**src/include/wb_thresholds_settings.svh**
```systemverilog
`ifndef WB_THRESHOLDS_SETTINGS_SVH
`define WB_THRESHOLDS_SETTINGS_SVH

// trigger channels served by the register block
`define TH_NUM_CHAN 2

// threshold slots per channel that stream in order 0 to 3
`define TH_NUM_SLOT 4

`define TH_WIDTH 18

// scaler timer period width and its value after reset
`define TH_PERIOD_WIDTH 24
`define TH_DEFAULT_PERIOD 100

`endif

```
**src/design/th_types_pkg.sv**
```systemverilog
`include "wb_thresholds_settings.svh"

package th_types_pkg;

    ////////////////////////////////////////////////////////////
    // threshold datapath
    ////////////////////////////////////////////////////////////

    typedef logic [`TH_WIDTH-1:0] threshold_t;

    typedef logic [$clog2(`TH_NUM_CHAN)-1:0] chan_idx_t;
    typedef logic [$clog2(`TH_NUM_SLOT)-1:0] slot_idx_t;

    // one bit per channel for requests, strobes and status
    typedef logic [`TH_NUM_CHAN-1:0] chan_mask_t;

    typedef logic [`TH_PERIOD_WIDTH-1:0] period_t;

    // commit sequencer states
    typedef enum logic [1:0] {
        IDLE,
        STREAM,
        COMMIT
    } seq_state_t;

endpackage

```
**src/design/wb_map_pkg.sv**
```systemverilog
package wb_map_pkg;

    ////////////////////////////////////////////////////////////
    // bus word types
    ////////////////////////////////////////////////////////////

    typedef logic [11:0] wb_adr_t;
    typedef logic [31:0] wb_data_t;

    ////////////////////////////////////////////////////////////
    // address fields
    ////////////////////////////////////////////////////////////

    // set for the control region, clear for the threshold region
    localparam int ADR_REGION_BIT = 11;
    localparam int ADR_CHAN_BIT = 9;
    localparam int ADR_SLOT_LSB = 2;

    // control registers
    localparam wb_adr_t CTRL_UPDATE = 12'h800;
    localparam wb_adr_t CTRL_STATUS = 12'h804;
    localparam wb_adr_t CTRL_PERIOD = 12'h808;

endpackage

```
**src/design/wb_reg_decoder.sv**
```systemverilog
`timescale 1ns/1ps
`include "wb_thresholds_settings.svh"

module wb_reg_decoder (
    input  logic                     wb_clk,
    input  logic                     rst_n_i,
    input  logic                     wb_cyc_i,
    input  logic                     wb_stb_i,
    input  logic                     wb_we_i,
    input  wb_map_pkg::wb_adr_t      wb_adr_i,
    input  wb_map_pkg::wb_data_t     wb_dat_i,
    output wb_map_pkg::wb_data_t     wb_dat_o,
    output logic                     wb_ack_o,
    output logic                     th_we_o,
    output th_types_pkg::chan_idx_t  th_chan_o,
    output th_types_pkg::slot_idx_t  th_slot_o,
    output th_types_pkg::threshold_t th_wdata_o,
    input  th_types_pkg::threshold_t th_rdata_i,
    output th_types_pkg::chan_mask_t upd_req_o,
    input  th_types_pkg::chan_mask_t busy_mask_i,
    output logic                     period_we_o,
    output th_types_pkg::period_t    period_wdata_o,
    input  th_types_pkg::period_t    period_i
);
    import th_types_pkg::*;
    import wb_map_pkg::*;

    logic     access;
    logic     wr_access;
    logic     ctrl_region;
    wb_data_t rd_word;

    // a new cycle is one that has not been acknowledged yet
    assign access = wb_cyc_i & wb_stb_i & ~wb_ack_o;
    assign wr_access = access & wb_we_i;
    assign ctrl_region = wb_adr_i[ADR_REGION_BIT];

    assign th_chan_o = wb_adr_i[ADR_CHAN_BIT];
    assign th_slot_o = wb_adr_i[ADR_SLOT_LSB +: $bits(slot_idx_t)];

    ////////////////////////////////////////////////////////////
    // write strobes take effect on the edge that raises the ack
    ////////////////////////////////////////////////////////////

    assign th_we_o = wr_access & ~ctrl_region;
    assign th_wdata_o = wb_dat_i[`TH_WIDTH-1:0];

    assign upd_req_o = (wr_access && wb_adr_i == CTRL_UPDATE) ?
                       wb_dat_i[`TH_NUM_CHAN-1:0] : '0;

    assign period_we_o = wr_access && wb_adr_i == CTRL_PERIOD;
    assign period_wdata_o = wb_dat_i[`TH_PERIOD_WIDTH-1:0];

    ////////////////////////////////////////////////////////////
    // read path
    ////////////////////////////////////////////////////////////

    always_comb begin
        rd_word = '0;
        if (!ctrl_region) begin
            rd_word = wb_data_t'(th_rdata_i);
        end else if (wb_adr_i == CTRL_STATUS) begin
            rd_word = wb_data_t'(busy_mask_i);
        end else if (wb_adr_i == CTRL_PERIOD) begin
            rd_word = wb_data_t'(period_i);
        end
    end

    always_ff @(posedge wb_clk) begin
        if (!rst_n_i) begin
            wb_ack_o <= 1'b0;
        end else begin
            wb_ack_o <= access;
        end
    end

    // read word is captured with the ack and held through the ack cycle
    always_ff @(posedge wb_clk) begin
        if (access) begin
            wb_dat_o <= rd_word;
        end
    end

endmodule

```
**src/design/threshold_bank.sv**
```systemverilog
`timescale 1ns/1ps
`include "wb_thresholds_settings.svh"

module threshold_bank (
    input  logic                     wb_clk,
    input  logic                     rst_n_i,
    input  logic                     we_i,
    input  th_types_pkg::chan_idx_t  wr_chan_i,
    input  th_types_pkg::slot_idx_t  wr_slot_i,
    input  th_types_pkg::threshold_t wdata_i,
    input  th_types_pkg::chan_idx_t  bus_chan_i,
    input  th_types_pkg::slot_idx_t  bus_slot_i,
    output th_types_pkg::threshold_t bus_rdata_o,
    input  th_types_pkg::chan_idx_t  rd_chan_i,
    input  th_types_pkg::slot_idx_t  rd_slot_i,
    output th_types_pkg::threshold_t rd_data_o
);
    import th_types_pkg::*;

    threshold_t mem_q [`TH_NUM_CHAN][`TH_NUM_SLOT];

    // a single write port serves all eight slots
    always_ff @(posedge wb_clk) begin
        if (!rst_n_i) begin
            for (int c = 0; c < `TH_NUM_CHAN; c++) begin
                for (int s = 0; s < `TH_NUM_SLOT; s++) begin
                    mem_q[c][s] <= '0;
                end
            end
        end else if (we_i) begin
            mem_q[wr_chan_i][wr_slot_i] <= wdata_i;
        end
    end

    ////////////////////////////////////////////////////////////
    // read ports
    ////////////////////////////////////////////////////////////

    // bus readback
    assign bus_rdata_o = mem_q[bus_chan_i][bus_slot_i];

    // sequencer reads live contents while it streams
    assign rd_data_o = mem_q[rd_chan_i][rd_slot_i];

endmodule

```
**src/design/update_sequencer.sv**
```systemverilog
`timescale 1ns/1ps
`include "wb_thresholds_settings.svh"

module update_sequencer (
    input  logic                                       wb_clk,
    input  logic                                       rst_n_i,
    input  th_types_pkg::chan_mask_t                   upd_req_i,
    output th_types_pkg::chan_idx_t                    rd_chan_o,
    output th_types_pkg::slot_idx_t                    rd_slot_o,
    input  th_types_pkg::threshold_t                   rd_data_i,
    output th_types_pkg::chan_mask_t                   busy_mask_o,
    output th_types_pkg::threshold_t [`TH_NUM_CHAN-1:0] thresh_o,
    output th_types_pkg::chan_mask_t                   thresh_wr_o,
    output th_types_pkg::chan_mask_t                   thresh_update_o
);
    import th_types_pkg::*;

    seq_state_t                       state_q;
    chan_mask_t                       pending_q;
    chan_idx_t                        act_chan_q;
    slot_idx_t                        slot_q;
    chan_mask_t                       thresh_wr_q;
    chan_mask_t                       thresh_update_q;
    threshold_t [`TH_NUM_CHAN-1:0]    thresh_q;
    chan_mask_t                       active_mask;
    chan_idx_t                        pick_chan;
    chan_mask_t                       pick_mask;

    always_comb begin
        active_mask = '0;
        if (state_q != IDLE) begin
            active_mask[act_chan_q] = 1'b1;
        end
    end

    // lowest pending channel wins, so scan from the top down
    always_comb begin
        pick_chan = '0;
        pick_mask = '0;
        for (int i = `TH_NUM_CHAN - 1; i >= 0; i--) begin
            if (pending_q[i]) begin
                pick_chan = chan_idx_t'(i);
            end
        end
        pick_mask[pick_chan] = 1'b1;
    end

    ////////////////////////////////////////////////////////////
    // commit FSM
    ////////////////////////////////////////////////////////////

    always_ff @(posedge wb_clk) begin
        if (!rst_n_i) begin
            state_q         <= IDLE;
            pending_q       <= '0;
            act_chan_q      <= '0;
            slot_q          <= '0;
            thresh_wr_q     <= '0;
            thresh_update_q <= '0;
        end else begin
            thresh_wr_q     <= '0;
            thresh_update_q <= '0;
            // a request for the channel in flight merges with it
            pending_q <= pending_q | (upd_req_i & ~active_mask);
            case (state_q)
                IDLE: begin
                    if (|pending_q) begin
                        state_q    <= STREAM;
                        act_chan_q <= pick_chan;
                        slot_q     <= '0;
                        pending_q  <= (pending_q | upd_req_i) & ~pick_mask;
                    end
                end
                STREAM: begin
                    thresh_wr_q[act_chan_q] <= 1'b1;
                    slot_q <= slot_q + 1'b1;
                    if (slot_q == slot_idx_t'(`TH_NUM_SLOT - 1)) begin
                        state_q <= COMMIT;
                    end
                end
                COMMIT: begin
                    thresh_update_q[act_chan_q] <= 1'b1;
                    state_q <= IDLE;
                end
                default: state_q <= IDLE;
            endcase
        end
    end

    always_ff @(posedge wb_clk) begin
        if (state_q == STREAM) begin
            thresh_q[act_chan_q] <= rd_data_i;
        end
    end

    assign rd_chan_o       = act_chan_q;
    assign rd_slot_o       = slot_q;
    assign busy_mask_o     = pending_q | active_mask;
    assign thresh_o        = thresh_q;
    assign thresh_wr_o     = thresh_wr_q;
    assign thresh_update_o = thresh_update_q;

endmodule

```
**src/design/scaler_timer.sv**
```systemverilog
`timescale 1ns/1ps
`include "wb_thresholds_settings.svh"

module scaler_timer (
    input  logic                  wb_clk,
    input  logic                  rst_n_i,
    input  logic                  period_we_i,
    input  th_types_pkg::period_t period_wdata_i,
    output th_types_pkg::period_t period_o,
    output logic                  scal_tick_o,
    output logic                  scal_rst_o
);
    import th_types_pkg::*;

    period_t period_q;
    period_t cnt_q;
    logic    tick_q;
    logic    scal_rst_q;
    logic    wrap;

    assign wrap = cnt_q == period_t'(period_q - period_t'(1));

    ////////////////////////////////////////////////////////////
    // period register and tick counter
    ////////////////////////////////////////////////////////////

    always_ff @(posedge wb_clk) begin
        if (!rst_n_i) begin
            period_q   <= period_t'(`TH_DEFAULT_PERIOD);
            cnt_q      <= '0;
            tick_q     <= 1'b0;
            scal_rst_q <= 1'b0;
        end else begin
            scal_rst_q <= period_we_i;
            if (period_we_i) begin
                // a new period restarts the count and the first tick comes a full period later
                period_q <= period_wdata_i;
                cnt_q    <= '0;
                tick_q   <= 1'b0;
            end else begin
                tick_q <= wrap;
                cnt_q  <= wrap ? '0 : cnt_q + 1'b1;
            end
        end
    end

    assign period_o    = period_q;
    assign scal_tick_o = tick_q;
    assign scal_rst_o  = scal_rst_q;

endmodule

```
**src/design/wb_thresholds.sv**
```systemverilog
`timescale 1ns/1ps
`include "wb_thresholds_settings.svh"

module wb_thresholds (
    input  logic                                       wb_clk,
    input  logic                                       rst_n_i,
    input  logic                                       wb_cyc_i,
    input  logic                                       wb_stb_i,
    input  logic                                       wb_we_i,
    input  wb_map_pkg::wb_adr_t                        wb_adr_i,
    input  wb_map_pkg::wb_data_t                       wb_dat_i,
    output wb_map_pkg::wb_data_t                       wb_dat_o,
    output logic                                       wb_ack_o,
    output logic                                       scal_tick_o,
    output logic                                       scal_rst_o,
    output th_types_pkg::threshold_t [`TH_NUM_CHAN-1:0] thresh_o,
    output th_types_pkg::chan_mask_t                   thresh_wr_o,
    output th_types_pkg::chan_mask_t                   thresh_update_o
);
    import th_types_pkg::*;

    logic       th_we;
    chan_idx_t  th_chan;
    slot_idx_t  th_slot;
    threshold_t th_wdata;
    threshold_t th_rdata;
    chan_mask_t upd_req;
    chan_mask_t busy_mask;
    logic       period_we;
    period_t    period_wdata;
    period_t    period;
    chan_idx_t  rd_chan;
    slot_idx_t  rd_slot;
    threshold_t rd_data;

    wb_reg_decoder u_decoder (
        .wb_clk         (wb_clk),
        .rst_n_i        (rst_n_i),
        .wb_cyc_i       (wb_cyc_i),
        .wb_stb_i       (wb_stb_i),
        .wb_we_i        (wb_we_i),
        .wb_adr_i       (wb_adr_i),
        .wb_dat_i       (wb_dat_i),
        .wb_dat_o       (wb_dat_o),
        .wb_ack_o       (wb_ack_o),
        .th_we_o        (th_we),
        .th_chan_o      (th_chan),
        .th_slot_o      (th_slot),
        .th_wdata_o     (th_wdata),
        .th_rdata_i     (th_rdata),
        .upd_req_o      (upd_req),
        .busy_mask_i    (busy_mask),
        .period_we_o    (period_we),
        .period_wdata_o (period_wdata),
        .period_i       (period)
    );

    // bus writes and bus readback share the decoded channel and slot
    threshold_bank u_bank (
        .wb_clk      (wb_clk),
        .rst_n_i     (rst_n_i),
        .we_i        (th_we),
        .wr_chan_i   (th_chan),
        .wr_slot_i   (th_slot),
        .wdata_i     (th_wdata),
        .bus_chan_i  (th_chan),
        .bus_slot_i  (th_slot),
        .bus_rdata_o (th_rdata),
        .rd_chan_i   (rd_chan),
        .rd_slot_i   (rd_slot),
        .rd_data_o   (rd_data)
    );

    update_sequencer u_sequencer (
        .wb_clk          (wb_clk),
        .rst_n_i         (rst_n_i),
        .upd_req_i       (upd_req),
        .rd_chan_o       (rd_chan),
        .rd_slot_o       (rd_slot),
        .rd_data_i       (rd_data),
        .busy_mask_o     (busy_mask),
        .thresh_o        (thresh_o),
        .thresh_wr_o     (thresh_wr_o),
        .thresh_update_o (thresh_update_o)
    );

    scaler_timer u_timer (
        .wb_clk         (wb_clk),
        .rst_n_i        (rst_n_i),
        .period_we_i    (period_we),
        .period_wdata_i (period_wdata),
        .period_o       (period),
        .scal_tick_o    (scal_tick_o),
        .scal_rst_o     (scal_rst_o)
    );

endmodule

```
**config.mk**
```make
export PLATFORM = sky130hd
export DESIGN_NAME = wb_thresholds
export DESIGN_NICKNAME = d
export VERILOG_FILES = /design/src/design/th_types_pkg.sv /design/src/design/wb_map_pkg.sv /design/src/design/wb_reg_decoder.sv /design/src/design/threshold_bank.sv /design/src/design/update_sequencer.sv /design/src/design/scaler_timer.sv /design/src/design/wb_thresholds.sv
export VERILOG_INCLUDE_DIRS = /design/src /design/src/include
export SDC_FILE = /design/constraint.sdc
export NUM_CORES = 1
export LEC_CHECK = 0
export BUFFER_PORTS_ARGS = -buffer_cell sky130_fd_sc_hd__buf_2
export CORE_MARGIN = 5
export CORE_UTILIZATION = 45
export CTS_CLUSTER_DIAMETER = 80
export CTS_CLUSTER_SIZE = 28
export DETAILED_ROUTE_END_ITERATION = 7
export GPL_TIMING_DRIVEN = 1
export SETUP_SLACK_MARGIN = 0.4
export SYNTH_ARGS = -nofsm -noshare
export SYNTH_HDL_FRONTEND = slang
export SYNTH_SLANG_ARGS = --single-unit
```
**constraint.sdc**
```tcl
create_clock -name wb_clk -period 4.1 [get_ports wb_clk]
set_input_delay 0.205 -clock wb_clk [delete_from_list [all_inputs] [get_ports wb_clk]]
set_output_delay 0.205 -clock wb_clk [all_outputs]
set_load 0.01 [all_outputs]
```
==> impl_metrics.py <==
metrics = {
    "cts": {
        "cts_htree_levels": 1,
        "hold_buffers": 13,
        "cts_buffers": 15,
        "post_cts_buffers": 0,
        "clk_latency_ns": 0.50,
        "cts_root_buffer": "clkbuf_16",
        "cts_resized": 0,
        "cts_sinks": 267,
        "clkTransAtPathRegs_ns": 0.10,
        "cts_buffer_depth": 3,
        "cts_tree": "built",
    },
    "placed_design": {
        "pre_cts_ws_ns": 1.01,
        "placed_cell_area_sq_um": 13800,
        "dpl.cell_count": 1376,
        "io_buffers": 107,
        "place.gp.congestion": 0.841,
        "hpwlAfterDp_um": 20900,
    },
    "hold_path": {
        "worst_hold_path_type": "input pin to flip-flop",
    },
    "synthesis": {
        "ys_seq_area_share_pct": 57.6,
        "synth_most_common_cell": "edfxtp_1",
        "synthTopCellsByArea": "edfxtp_1 (48%), mux4_2 (13%), dfxtp_1 (9.8%)",
        "async_reset_ff_share_pct": 0,
        "netlist.area_leader.share_pct": 47.8,
        "synth_edf_count": 204,
        "ys_warn_count": 0,
        "synth.avg_cell_area_sq_um": 13.9,
        "synth_top_area_cell": "edfxtp_1",
        "ys.flop_type": "edfxtp_1",
        "syn_area_sq_um": 12800,
        "synth-seq-cells": 267,
        "synth_cells": 921,
        "synthDistinctLibCells": 75,
        "synth_common_cells": "edfxtp_1 (204), and2_1 (117), mux4_2 (72)",
    },
    "cells_and_area": {
        "finalNonFillerCells": 1414,
        "n_antenna_cell": 0,
        "drive_above_1_share_pct": 29.1,
        "fin_util_pct": 51.7,
        "fin_area_sq_um": 14400,
        "nets": 1080,
        "area_delta_synth_final_pct": 12.6,
    },
    "sta": {
        "setup_viol": 0,
        "finalCritPeriodShare_pct": 74.9,
        "clock.fmax_ghz": 0.326,
        "skew_ns": 0.0245,
        "tightest_slew_ns": 0.985,
        "setup_tns_ns": 0,
        "slew_violations": 0,
        "relSlewSlack_pct": 34.3,
        "rsz0062_at_grt": "no",
        "fin_crit_ns": 3.07,
        "fin_ws_ns": 1.03,
        "finalHoldViolations": 0,
    },
    "floorplanning": {
        "rows": 61,
        "die_x_um": 179,
        "core_sq_um": 27900,
        "io_pins": 124,
        "die-area_sq_um": 32000,
        "fp.dieH_um": 179,
        "initial_core_util_pct": 45.9,
    },
    "critical_path": {
        "crit_type": "flip-flop to flip-flop",
        "endpoint_kind": "flip-flop",
        "startpoint_type": "flip-flop",
        "crit_fanout": 25,
        "worstSetupEndpoint": "u_timer.scal_tick_o$_SDFF_PP0_",
        "critPathLaunch": "u_timer.period_o[0]$_SDFFE_PN0P_",
        "arrival_ns": 3.52,
        "r2r_cells": 10,
        "r2r_end": "u_timer.scal_tick_o$_SDFF_PP0_",
        "r2r_slack_ns": 1.03,
        "regToRegStartpoint": "u_timer.period_o[0]$_SDFFE_PN0P_",
        "required_ns": 4.54,
    },
    "job": {
        "drv_cap": 0,
    },
    "detailed_routing": {
        "wl_um": 32000,
        "wl_per_cell_um": 22.6,
        "vias": 8115,
        "firstDrtPassIters": 5,
        "via_per_inst": 5.74,
        "drt_iter0_markers": 627,
        "drcViolationCount": 0,
        "antenna_left": 0,
    },
    "global_route": {
        "grt_pass1_wl_um": 48100,
        "grt_max_degree": 30,
        "antenna_found_initial": 0,
        "grt_pass1_vias": 8003,
        "grt_overflow": 0,
        "grt_usage_pct": 19.9,
    },
    "power": {
        "power_density_nw_per_um2": 352,
        "p_leak_uw": 0.00511,
        "vdd_drop_max_mv": 0.259,
    },
    "status": {
        "status": "complete, no violations",
    },
}
==> per-stage QoR <==
step | power, uW | hold slack [ns]
3_3_place_gp | 3400 | 0.415
2_1_floorplan | 3260 | 0.314
6_report | 5080 | 0.0140
5_1_grt | 5260 | 0.0196
4_1_cts | 5120 | 0.00183
3_5_place_dp | 3400 | 0.420
==> cell usage in the layout (no fill, tap or decap), types with 3 or more instances in the layout <==
| master | Yosys | routed |
|---|---|---|
| a211oi_1 | 3 | 3 |
| a21oi_1 | 17 | 14 |
| a21oi_2 | 1 | 4 |
| a22o_1 | 16 | 16 |
| a31oi_1 | 5 | 4 |
| and2_1 | 117 | 117 |
| and3_1 | 5 | 5 |
| buf_2 | 1 | 107 |
| buf_4 | 8 | 29 |
| clkbuf_1 | 43 | 3 |
| clkbuf_16 | 0 | 15 |
| conb_1 | 1 | 8 |
| dfxtp_1 | 63 | 61 |
| dlygate4sd3_1 | 1 | 13 |
| edfxtp_1 | 204 | 204 |
| ha_1 | 3 | 3 |
| inv_1 | 11 | 11 |
| mux2_2 | 18 | 18 |
| mux2i_1 | 20 | 20 |
| mux4_2 | 72 | 72 |
| nand2_1 | 42 | 42 |
| nand2b_1 | 20 | 20 |
| nand3_1 | 12 | 12 |
| nand4_1 | 9 | 9 |
| nand4b_1 | 5 | 5 |
| nor2_1 | 28 | 26 |
| nor2_2 | 5 | 6 |
| nor2b_1 | 5 | 5 |
| nor3_1 | 20 | 16 |
| nor3_2 | 16 | 20 |
| nor3b_1 | 3 | 3 |
| nor4_1 | 15 | 14 |
| o21ai_0 | 23 | 23 |
| o22a_1 | 3 | 3 |
| o22ai_1 | 4 | 4 |
| o31ai_1 | 4 | 4 |
| or2_2 | 3 | 3 |
| xnor2_1 | 30 | 30 |
| xor2_1 | 13 | 13 |
==> per-layer routing <==
layer / track usage (%) / vias up / part of all wire, %
li1: - / 3697 / -
met1: 27.6 / 4099 / 43
met2: 34.0 / 280 / 49
met3: 2.15 / 39 / 6.0
met4: 4.83 / 0 / 2.1
met5: 0 / - / 0
==> logic make-up after synthesis <==
| group | synth area share [%] |
|---|---|
| flops | 57.6 |
| buf+inv | 2.86 |
| fa+ha+maj | 0.293 |
| mux | 15.8 |
| other cells | 0.0292 |
| xor+xnor | 2.94 |
| compound gates | 5.00 |
| simple gates | 15.5 |
==> critical path: stages, from the launching register on <==
cell,delay [ns]
dfxtp_1,0.39
inv_1,0.09
ha_1,0.21
nor4b_2,0.48
nand4_2,0.27
or4b_1,0.57
nand4_1,0.12
o211ai_2,0.10
nor4b_4,0.22
buf_4,0.40
and2_1,0.18
==> area by class of cell <==
class | count | area (sq um)
Timing Repair Buffer | 149 | 883
Multi-Input combinational cell | 584 | 5150
Clock inverter | 6 | 98.8
Fill cell | 2435 | 13500
Inverter | 11 | 41.3
Sequential cell | 267 | 7390
Clock buffer | 19 | 400
Tap cell | 378 | 473
==> how the worst min path moves through the flow <==
stage	from	endpoint	slack, ns	cells past startpoint
floorplan	wb_dat_i[0]	u_timer.period_o[0]$_SDFFE_PN0P_	0.31	2
global placement	wb_dat_i[20]	u_timer.period_o[20]$_SDFFE_PN0P_	0.42	2
detailed placement	wb_dat_i[20]	u_timer.period_o[20]$_SDFFE_PN0P_	0.42	2
CTS	wb_cyc_i	u_decoder.wb_ack_o$_SDFF_PN0_	0.002	3
global route	wb_dat_i[8]	u_timer.period_o[8]$_SDFFE_PN0P_	0.02	2
finish	wb_dat_i[6]	u_timer.period_o[6]$_SDFFE_PN1P_	0.01	2
==> sequential cells by signal, summed over array words and instances, names as in the netlist, named ones only <==
name,cells
u_bank.mem_q,144
u_decoder.wb_ack_o,1
u_decoder.wb_dat_o,24
u_sequencer.pending_q,2
u_sequencer.rd_chan_o,1
u_sequencer.rd_slot_o,2
u_sequencer.state_q,2
u_sequencer.thresh_o,36
u_sequencer.thresh_update_o,2
u_sequencer.thresh_wr_o,2
u_timer.cnt_q,24
u_timer.period_o,24
u_timer.scal_rst_o,1
u_timer.scal_tick_o,1
==> power by group <==
part | internal [uW] | switching (uW) | total [uW]
clock | 802 | 932 | 1730
sequential | 2980 | 40.1 | 3020
combinational | 139 | 186 | 325
(Power assumes the default switching activity.)
